`src/nkmd_defines.svh`:
```
`ifndef NKMD_DEFINES_SVH
`define NKMD_DEFINES_SVH

// Scratchpad page in address bits 15 to 12
`define NKMD_SPAD_PAGE      4'h1

// DMA control registers
`define NKMD_REG_DRAM_ADDR  16'hc100
`define NKMD_REG_SPAD_ADDR  16'hc101
`define NKMD_REG_BURST_LEN  16'hc102
`define NKMD_REG_DMA_CTRL   16'hc103

// Memory controller command codes
`define NKMD_MIG_INSTR_WR   3'b010
`define NKMD_MIG_INSTR_RD   3'b011

`define NKMD_SPAD_DEPTH     1024

`endif

```
`src/nkmd_pkg.sv`:
```
package nkmd_pkg;

    typedef logic [31:0] word_t;           // Bus and memory data word
    typedef logic [15:0] bus_addr_t;
    typedef logic [9:0]  spad_addr_t;      // Scratchpad word index
    typedef logic [24:0] dram_word_addr_t; // Byte address bits 26 to 2
    typedef logic [5:0]  burst_len_t;      // Burst length minus one
    typedef logic [2:0]  mig_instr_t;
    typedef logic [6:0]  mig_count_t;

    typedef enum logic [2:0] {
        IDLE,
        FILL_WRBUF,
        EMIT_WR_CMD,
        EMIT_RD_CMD,
        WAIT_RD_DATA
    } dma_state_e;

    // Command port of the memory controller
    typedef struct packed {
        logic        en;
        mig_instr_t  instr;
        burst_len_t  bl;
        logic [29:0] byte_addr;
    } mig_cmd_t;

    typedef struct packed {
        logic  en;
        word_t data;
    } mig_wr_t;

    typedef struct packed {
        word_t      data;                  // Head of the read FIFO
        mig_count_t count;
    } mig_rd_t;

endpackage

```
`src/nkmd_dma_regs.sv`:
```
`timescale 1ns/1ps
`include "nkmd_defines.svh"

module nkmd_dma_regs
    import nkmd_pkg::*;
(
    input  logic            clk,
    input  logic            rst,

    input  bus_addr_t       addr_i,
    input  word_t           data_i,
    input  logic            we_i,
    output word_t           data_o,

    output logic            spad_we_o,
    output spad_addr_t      spad_addr_o,
    output word_t           spad_wdata_o,
    input  word_t           spad_rdata_i,

    output dram_word_addr_t dram_addr_o,
    output burst_len_t      burst_len_o,

    output logic            spad_ptr_wr_o,
    output spad_addr_t      spad_ptr_o,
    input  spad_addr_t      spad_ptr_i,

    output logic            start_o,
    output logic            start_to_dram_o,

    input  logic            idle_i
);

    logic            sel_spad;
    logic            sel_dram_addr;
    logic            sel_spad_addr;
    logic            sel_burst_len;
    logic            sel_ctrl;
    dram_word_addr_t dram_addr_ff;
    burst_len_t      burst_len_ff;
    word_t           rdata_nxt;
    word_t           rdata_ff;

    assign sel_spad      = (addr_i[15:12] == `NKMD_SPAD_PAGE);
    assign sel_dram_addr = (addr_i == `NKMD_REG_DRAM_ADDR);
    assign sel_spad_addr = (addr_i == `NKMD_REG_SPAD_ADDR);
    assign sel_burst_len = (addr_i == `NKMD_REG_BURST_LEN);
    assign sel_ctrl      = (addr_i == `NKMD_REG_DMA_CTRL);

    assign spad_we_o    = we_i && sel_spad;
    assign spad_addr_o  = addr_i[9:0];
    assign spad_wdata_o = data_i;

    // Pointer lives in the engine, only the load is forwarded
    assign spad_ptr_wr_o   = we_i && sel_spad_addr;
    assign spad_ptr_o      = data_i[9:0];
    assign start_o         = we_i && sel_ctrl && idle_i; // Ignored while busy
    assign start_to_dram_o = data_i[0];

    always_ff @(posedge clk) begin
        if (rst) begin
            dram_addr_ff <= '0;
            burst_len_ff <= '0;
            rdata_ff     <= '0;
        end else begin
            if (we_i && sel_dram_addr) begin
                dram_addr_ff <= data_i[26:2]; // Word aligned
            end
            if (we_i && sel_burst_len) begin
                burst_len_ff <= data_i[5:0];
            end
            rdata_ff <= rdata_nxt; // Pre-write contents on a write
        end
    end

    always_comb begin
        rdata_nxt = '0;
        if (sel_spad) begin
            rdata_nxt = spad_rdata_i;
        end else if (sel_dram_addr) begin
            rdata_nxt = {5'b0, dram_addr_ff, 2'b00};
        end else if (sel_spad_addr) begin
            rdata_nxt = {22'b0, spad_ptr_i};
        end else if (sel_burst_len) begin
            rdata_nxt = {26'b0, burst_len_ff};
        end else if (sel_ctrl) begin
            rdata_nxt = {31'b0, idle_i};
        end
    end

    assign data_o      = rdata_ff;
    assign dram_addr_o = dram_addr_ff;
    assign burst_len_o = burst_len_ff;

endmodule

```
`config.mk`:
```
export PLATFORM = sky130hd
export DESIGN_NAME = nkmd_dma_regs
export DESIGN_NICKNAME = d
export VERILOG_FILES = /design/src/nkmd_pkg.sv /design/src/nkmd_dma_regs.sv
export VERILOG_INCLUDE_DIRS = /design/src
export SDC_FILE = /design/constraint.sdc
export NUM_CORES = 1
export LEC_CHECK = 0
export BUFFER_PORTS_ARGS = -buffer_cell sky130_fd_sc_hd__buf_2
export CAP_MARGIN = 10
export CORE_ASPECT_RATIO = 1.75
export CORE_MARGIN = 2
export CORE_UTILIZATION = 37
export CTS_CLUSTER_DIAMETER = 150
export DETAILED_ROUTE_END_ITERATION = 8
export GPL_TIMING_DRIVEN = 0
export PLACE_DENSITY = 0.77
export SLEW_MARGIN = 5
export SYNTH_ARGS = -nofsm -noshare
export SYNTH_HDL_FRONTEND = slang
export SYNTH_SLANG_ARGS = --single-unit
```
`constraint.sdc`:
```
create_clock -name clk -period 1.1 [get_ports clk]
set_input_delay 0 -clock clk [delete_from_list [all_inputs] [get_ports clk]]
set_output_delay 0 -clock clk [all_outputs]
set_load 0.02 [all_outputs]
```
==> results of run 1 <==
==> layer usage <==
| layer | up-vias | global-route usage (%) | part of all wire (%) |
|---|---|---|---|
| met1 | 1646 | 24.50 | 34 |
| met2 | 177 | 45.54 | 56 |
| met3 | 40 | 4.715 | 6.4 |
| met4 | 0 | 13.09 | 3.8 |
| met5 | - | 0 | 0 |
| li1 | 1688 | - | - |
==> timing repair <==
action,CTS,global route
gates cloned,0,1
setup buffers,6,3
hold buffers,60,0
gates resized for setup,25,14
pin swaps,7,5
endpoints found under the hold margin,63,0
setup endpoints to repair,63,59
==> report_power, final <==
part | switching (mW) | internal [mW]
clock | 0.996 | 1.87
sequential | 0.00269 | 2.29
combinational | 0.475 | 0.515
==> worst paths after layout <==
| path | cells after the start | end | slack, ns |
|---|---|---|---|
| worst min-delay path | 3 | data_o[7] | 0.02 |
| worst max register to register | 3 | data_o[8] | 0.12 |
| worst min register to register | 1 | data_o[17] | 0.48 |
| worst max-delay path | 7 | start_o | -0.05 |
==> critical path, delay by kind of cell <==
family | cells | cell delay (ns)
simple gates | 4 | 0.81
buf+inv | 3 | 0.33
==> metrics by stage <==
step / util [%] / setup TNS [ns] / hold WS, ns / cell area, um2
floorplan: - / -0.05651 / 0.09895 / 2967
global placement: 52.49 / -24.19 / 0.1879 / 4095
detailed placement: 52.49 / -25.03 / 0.1885 / 4095
CTS: 66.16 / -0.3338 / 0.007530 / 5161
global route: 67.07 / -0.7503 / 0.02185 / 5233
finish: 67.07 / -0.08239 / 0.01653 / 5233
==> registers in the layout, indices dropped and copies added, names as in the netlist <==
signal,count
data_o,32
dram_addr_o,25
burst_len_o,6
==> cells by family after synthesis <==
group	synth area share [%]
muxes	1.751
buffers and inverters	18.75
DFF	43.06
and+or+nand+nor	17.39
AOI/OAI and AO/OA	19.05
==> final cells by class <==
cell class | instances | area share [%]
multi-input cells | 184 | 23.15
inverters | 1 | 0.07174
plain buffers | 79 | 10.50
clock buffers | 11 | 4.830
well taps | 90 | 2.152
flip-flops and latches | 63 | 24.10
clock inverters | 5 | 1.076
repair buffers | 273 | 34.12
==> placed cells by master (no fill, tap or decap), types with 7 or more instances in the layout <==
| cell | synthesis | final |
|---|---|---|
| buf_2 | 7 | 202 |
| dfxtp_1 | 63 | 63 |
| dlygate4sd3_1 | 0 | 60 |
| buf_4 | 54 | 59 |
| a21oi_1 | 37 | 37 |
| nand4_1 | 33 | 33 |
| o21ai_0 | 32 | 28 |
| nand2_1 | 21 | 20 |
| a22o_1 | 17 | 17 |
| clkbuf_1 | 15 | 12 |
| clkbuf_16 | 0 | 10 |
| buf_6 | 4 | 7 |
==> results.sh, run 1 <==
export IMPL_clock_path_buffers=2
export IMPL_status="finished with violations"
export IMPL_slowest_stage="nor4_4"
export IMPL_ir_drop_mv=0.7603
export IMPL_r2r_start="dram_addr_o[6]"
export IMPL_multi_input_area_mm2=0.001211
export IMPL_core_area_mm2=0.007801
export IMPL_numPortBuffers=203
export IMPL_violations="negative setup slack"
export IMPL_setup_viol=2
export IMPL_crit_start="addr_i[3]"
export IMPL_grt_max_degree=12
export IMPL_clkLatencyLatePin_ns=0.32
export IMPL_cts_buffers=9
export IMPL_avgSynthCellArea_um2=8.903
export IMPL_die_w_um=71.26
export IMPL_ios=213
export IMPL_yosysTopAreaCell="dfxtp_1"
export IMPL_clock_fmax_mhz=866.1
export IMPL_finalNetCount=705
export IMPL_end_kind="output pin"
export IMPL_synth_seq_cells=63
export IMPL_max_stage_delay_ns=0.29
export IMPL_initial_utilization_pct=37.55
export IMPL_p_leak_nw=2.536
export IMPL_synth_most_common_cell="dfxtp_1"
export IMPL_antenna_cells=0
export IMPL_max_slew_margin_rel_pct=65.42
export IMPL_drive_gt1_share_pct=50.32
export IMPL_wl_per_cell_um=16.01
export IMPL_die_area_mm2=0.008672
export IMPL_cts_root_buffer="clkbuf_16"
export IMPL_worstSetupStartpointType="primary input"
export IMPL_antenna_found_initial=0
export IMPL_drc_errors=0
export IMPL_drt_wl_total_mm=11.30
export IMPL_vias=3551
export IMPL_p_total_mw=6.155
export IMPL_area_sequential_mm2=0.001261
export IMPL_worst_path_most_repeated_cell="buf_6"
export IMPL_synth_commonest_cells="dfxtp_1, buf_4, a21oi_1, nand4_1, o21ai_0"
export IMPL_fin_ws_ns=-0.05464
export IMPL_drv_slew=0
export IMPL_dp_cells=622
export IMPL_cap_viol_max_count=0
export IMPL_crit_type="in -> out"
export IMPL_synth_cell_types=31
export IMPL_dr_first_iter_drc_count=140
export IMPL_syn_inst=329
export IMPL_crit_path_max_fanout=2
export IMPL_grt_pass1_vias=3462
export IMPL_htree_num_levels=3
export IMPL_cp_arrival_ns=1.15
export IMPL_ys_warnings_count=0
export IMPL_hold_start="spad_ptr_i[7]"
export IMPL_ys_seq_area_share_pct=43.06
export IMPL_min_period_over_period_pct=105.0
export IMPL_die_y_um=121.7
export IMPL_synth_area_leaders="dfxtp_1, buf_4, nand4_1, a21oi_1, o21ai_0"
export IMPL_min_period_ns=1.155
export IMPL_place_gp_congestion=0.8212
export IMPL_clock_sinks=63
export IMPL_dp_slack_ns=-0.4290
export IMPL_netlist_area_mm2=0.002929
export IMPL_grt_use_total_pct=24.29
export IMPL_synth_top_area_share_pct=43.06
export IMPL_final_antenna_net_count=0
export IMPL_fill_cells=614
export IMPL_via_per_inst=5.030
export IMPL_fin_skew_ns=0.004033
export IMPL_num_rows=43
export IMPL_firstDrtPassIters=4
export IMPL_required_ns=1.10
export IMPL_syn_nets=423
export IMPL_area_growth_pct=78.64
export IMPL_final_cells=706
export IMPL_cts_tree="built"
export IMPL_powerDensity_mw_per_mm2=1176
export IMPL_grt_pass1_wl_mm=16.48
export IMPL_rsz0062_at_grt="true"
export IMPL_crit_chain="buf_6 -> nor4_4 -> and4_4 -> buf_12 -> nand3_4 -> nor2_4 -> buf_6"
export IMPL_tightest_slew_ns=0.5187
export IMPL_synth_edf_count=0
export IMPL_dp_hpwl_mm=7.807
export IMPL_hold_violations=0
export IMPL_min_path_type="in -> reg"
export IMPL_global_route_overflow_total=0
export IMPL_synth_ff_type="dfxtp_1"
export IMPL_clk_pin_slew_ns=0.05
export IMPL_synthArstFlopShare_pct=0
(Power assumes the default switching activity.)
==> inputs of run 2 (changes only) <==
--- a/config.mk
+++ b/config.mk
@@ -6,15 +6,15 @@
 export SDC_FILE = /design/constraint.sdc
 export NUM_CORES = 1
 export LEC_CHECK = 0
-export BUFFER_PORTS_ARGS = -buffer_cell sky130_fd_sc_hd__buf_2
+export ABC_AREA = 1
 export CAP_MARGIN = 10
-export CORE_ASPECT_RATIO = 1.75
-export CORE_MARGIN = 2
-export CORE_UTILIZATION = 37
+export CORE_AREA = 2 2 83 85
 export CTS_CLUSTER_DIAMETER = 150
 export DETAILED_ROUTE_END_ITERATION = 8
+export DIE_AREA = 0 0 85 87
+export DONT_BUFFER_PORTS = 1
 export GPL_TIMING_DRIVEN = 0
-export PLACE_DENSITY = 0.77
+export PLACE_DENSITY = 0.66
 export SLEW_MARGIN = 5
 export SYNTH_ARGS = -nofsm -noshare
 export SYNTH_HDL_FRONTEND = slang
==> results.sh, run 2 <==
export IMPL_clkLatencyLatePin_ns=0.34
export IMPL_fin_skew_ns=0.01287
export IMPL_vias=2888
export IMPL_ir_drop_mv=0.7293
export IMPL_avgSynthCellArea_um2=7.640
export IMPL_clock_fmax_mhz=1012
export IMPL_global_route_overflow_total=0
export IMPL_cts_buffers=9
export IMPL_wl_per_cell_um=15.54
export IMPL_fill_cells=576
export IMPL_dr_first_iter_drc_count=97
export IMPL_hold_violations=5
export IMPL_htree_num_levels=3
export IMPL_synth_ff_type="dfxtp_1"
export IMPL_cts_tree="built"
export IMPL_largest_reg_flops=32
export IMPL_grt_max_degree=13
export IMPL_synth_edf_count=0
export IMPL_fin_ws_ns=0.1123
export IMPL_tightest_slew_ns=0.7442
export IMPL_crit_type="in -> out"
export IMPL_synth_most_common_cell="nand2_1"
export IMPL_rsz0062_at_grt="false"
export IMPL_final_cell_mix="nand2_1, dlygate4sd3_1, dfxtp_1"
export IMPL_utilization_pct=63.30
export IMPL_netlist_area_mm2=0.003163
export IMPL_ios=213
export IMPL_final_antenna_net_count=0
export IMPL_drv_slew=0
export IMPL_via_per_inst=4.988
export IMPL_status="finished with violations"
export IMPL_ys_warnings_count=0
export IMPL_num_rows=30
export IMPL_initial_utilization_pct=48.15
export IMPL_min_period_ns=0.9877
export IMPL_holdWs_ns=-0.02326
export IMPL_yosysTopAreaCell="dfxtp_1"
export IMPL_synth_area_leaders="dfxtp_1, buf_4, nand2_1, a21oi_2, inv_1"
export IMPL_end_kind="output pin"
export IMPL_required_ns=1.10
export IMPL_antenna_cells=0
export IMPL_synth_seq_cells=63
export IMPL_clock_path_buffers=2
export IMPL_dp_slack_ns=-0.2895
export IMPL_powerDensity_mw_per_mm2=1193
export IMPL_cts_root_buffer="clkbuf_8"
export IMPL_cap_viol_max_count=0
export IMPL_r2r_slack_ns=0.14
export IMPL_numPortBuffers=0
export IMPL_min_path_type="in -> reg"
export IMPL_p_leak_nw=1.719
export IMPL_grt_use_total_pct=23.38
export IMPL_antenna_found_initial=0
export IMPL_synth_commonest_cells="nand2_1, dfxtp_1, buf_4, inv_1"
export IMPL_die_y_um=87
export IMPL_area_growth_pct=31.45
export IMPL_dp_hpwl_mm=6.024
export IMPL_synthArstFlopShare_pct=0
export IMPL_drc_errors=0
export IMPL_setup_viol=0
export IMPL_core_area_mm2=0.006569
export IMPL_cts_hold_buf=69
export IMPL_clock_sinks=63
export IMPL_grt_pass1_wl_mm=13.39
export IMPL_finalNetCount=588
export IMPL_synth_cell_types=24
export IMPL_violations="negative hold slack"
export IMPL_worstSetupStartpointType="primary input"
export IMPL_max_slew_margin_rel_pct=50.38
export IMPL_final_common_cell="nand2_1"
export IMPL_ys_seq_area_share_pct=39.87
export IMPL_crit_path_max_fanout=10
export IMPL_die_w_um=85
export IMPL_synth_top_area_share_pct=39.87
export IMPL_firstDrtPassIters=4
export IMPL_post_cts_buffers=0
export IMPL_min_period_over_period_pct=89.79
export IMPL_grt_pass1_vias=2755
export IMPL_cp_arrival_ns=0.99
export IMPL_clk_pin_slew_ns=0.07
export IMPL_syn_nets=508
export IMPL_syn_inst=414
export IMPL_drive_gt1_share_pct=26.65
export IMPL_die_area_mm2=0.007395
export IMPL_drt_wl_total_mm=8.998
export IMPL_place_gp_congestion=0.8617
export IMPL_multi_input_area_mm2=0.001239
export IMPL_area_sequential_mm2=0.001261
run 2: through the flow:
stage	cells	total power, mW	TNS (ns)	area, um2	hold slack, ns
4_1_cts	579	4.993	0	4151	-0.02512
6_report	579	4.960	0	4158	-0.02326
2_1_floorplan	414	2.747	0	3163	0.1102
3_5_place_dp	494	2.785	-6.009	3263	0.1141
3_3_place_gp	494	2.782	-5.078	3263	0.1143
5_1_grt	579	5.155	0	4158	-0.007017
run 2: path summary, 6_finish.rpt:
check / startpoint / endpoint / cells after the start
worst max-delay path: addr_i[11] / spad_ptr_wr_o / 6
worst min register to register: dram_addr_o[23] / data_o[25] / 2
worst max register to register: dram_addr_o[2] / data_o[4] / 6
worst min-delay path: we_i / dram_addr_o[8] / 3
run 2: logic make-up after synthesis:
| family | share of synthesized area, % |
|---|---|
| DFF | 39.87 |
| buffers and inverters | 21.20 |
| AOI/OAI and AO/OA | 9.968 |
| and+or+nand+nor | 28.96 |
run 2: worst max-delay path, cell delays in order:
cell and delay (ns):
nor2_1 0.12, nand2_2 0.11, nor2_8 0.18, buf_4 0.20, nand3_1 0.14, nor2_2 0.25
run 2: repair_timing:
| item | CTS | global route |
|---|---|---|
| endpoints found under the hold margin | 63 | 1 |
| endpoints found under the setup margin | 1 | 11 |
| gates resized for setup | 1 | 4 |
run 2: report_power, final:
group          switching, mW  internal [mW]  leakage, nW  total (mW)
Combinational          0.318          0.322         1.12       0.640
Sequential            0.0195           2.29        0.508        2.31
Clock                  0.965           1.05       0.0916        2.01
Total                   1.30           3.66         1.72        4.96
run 2: final cells by class:
| cell class | instances | area share, % |
|---|---|---|
| Inverter | 47 | 4.303 |
| Multi-Input combinational cell | 237 | 29.79 |
| Sequential cell | 63 | 30.33 |
| Clock inverter | 7 | 1.715 |
| Tap cell | 80 | 2.407 |
| Timing Repair Buffer | 69 | 16.61 |
| Clock buffer | 9 | 2.979 |
| Buffer | 67 | 11.86 |
run 2: per-layer routing:
layer	global-route usage, %	up-vias	wire (um)
met2	42.12	137	4762
met4	9.812	0	113
met5	0	-	0
met1	27.29	1339	3605
met3	4.171	10	517
li1	-	1402	-
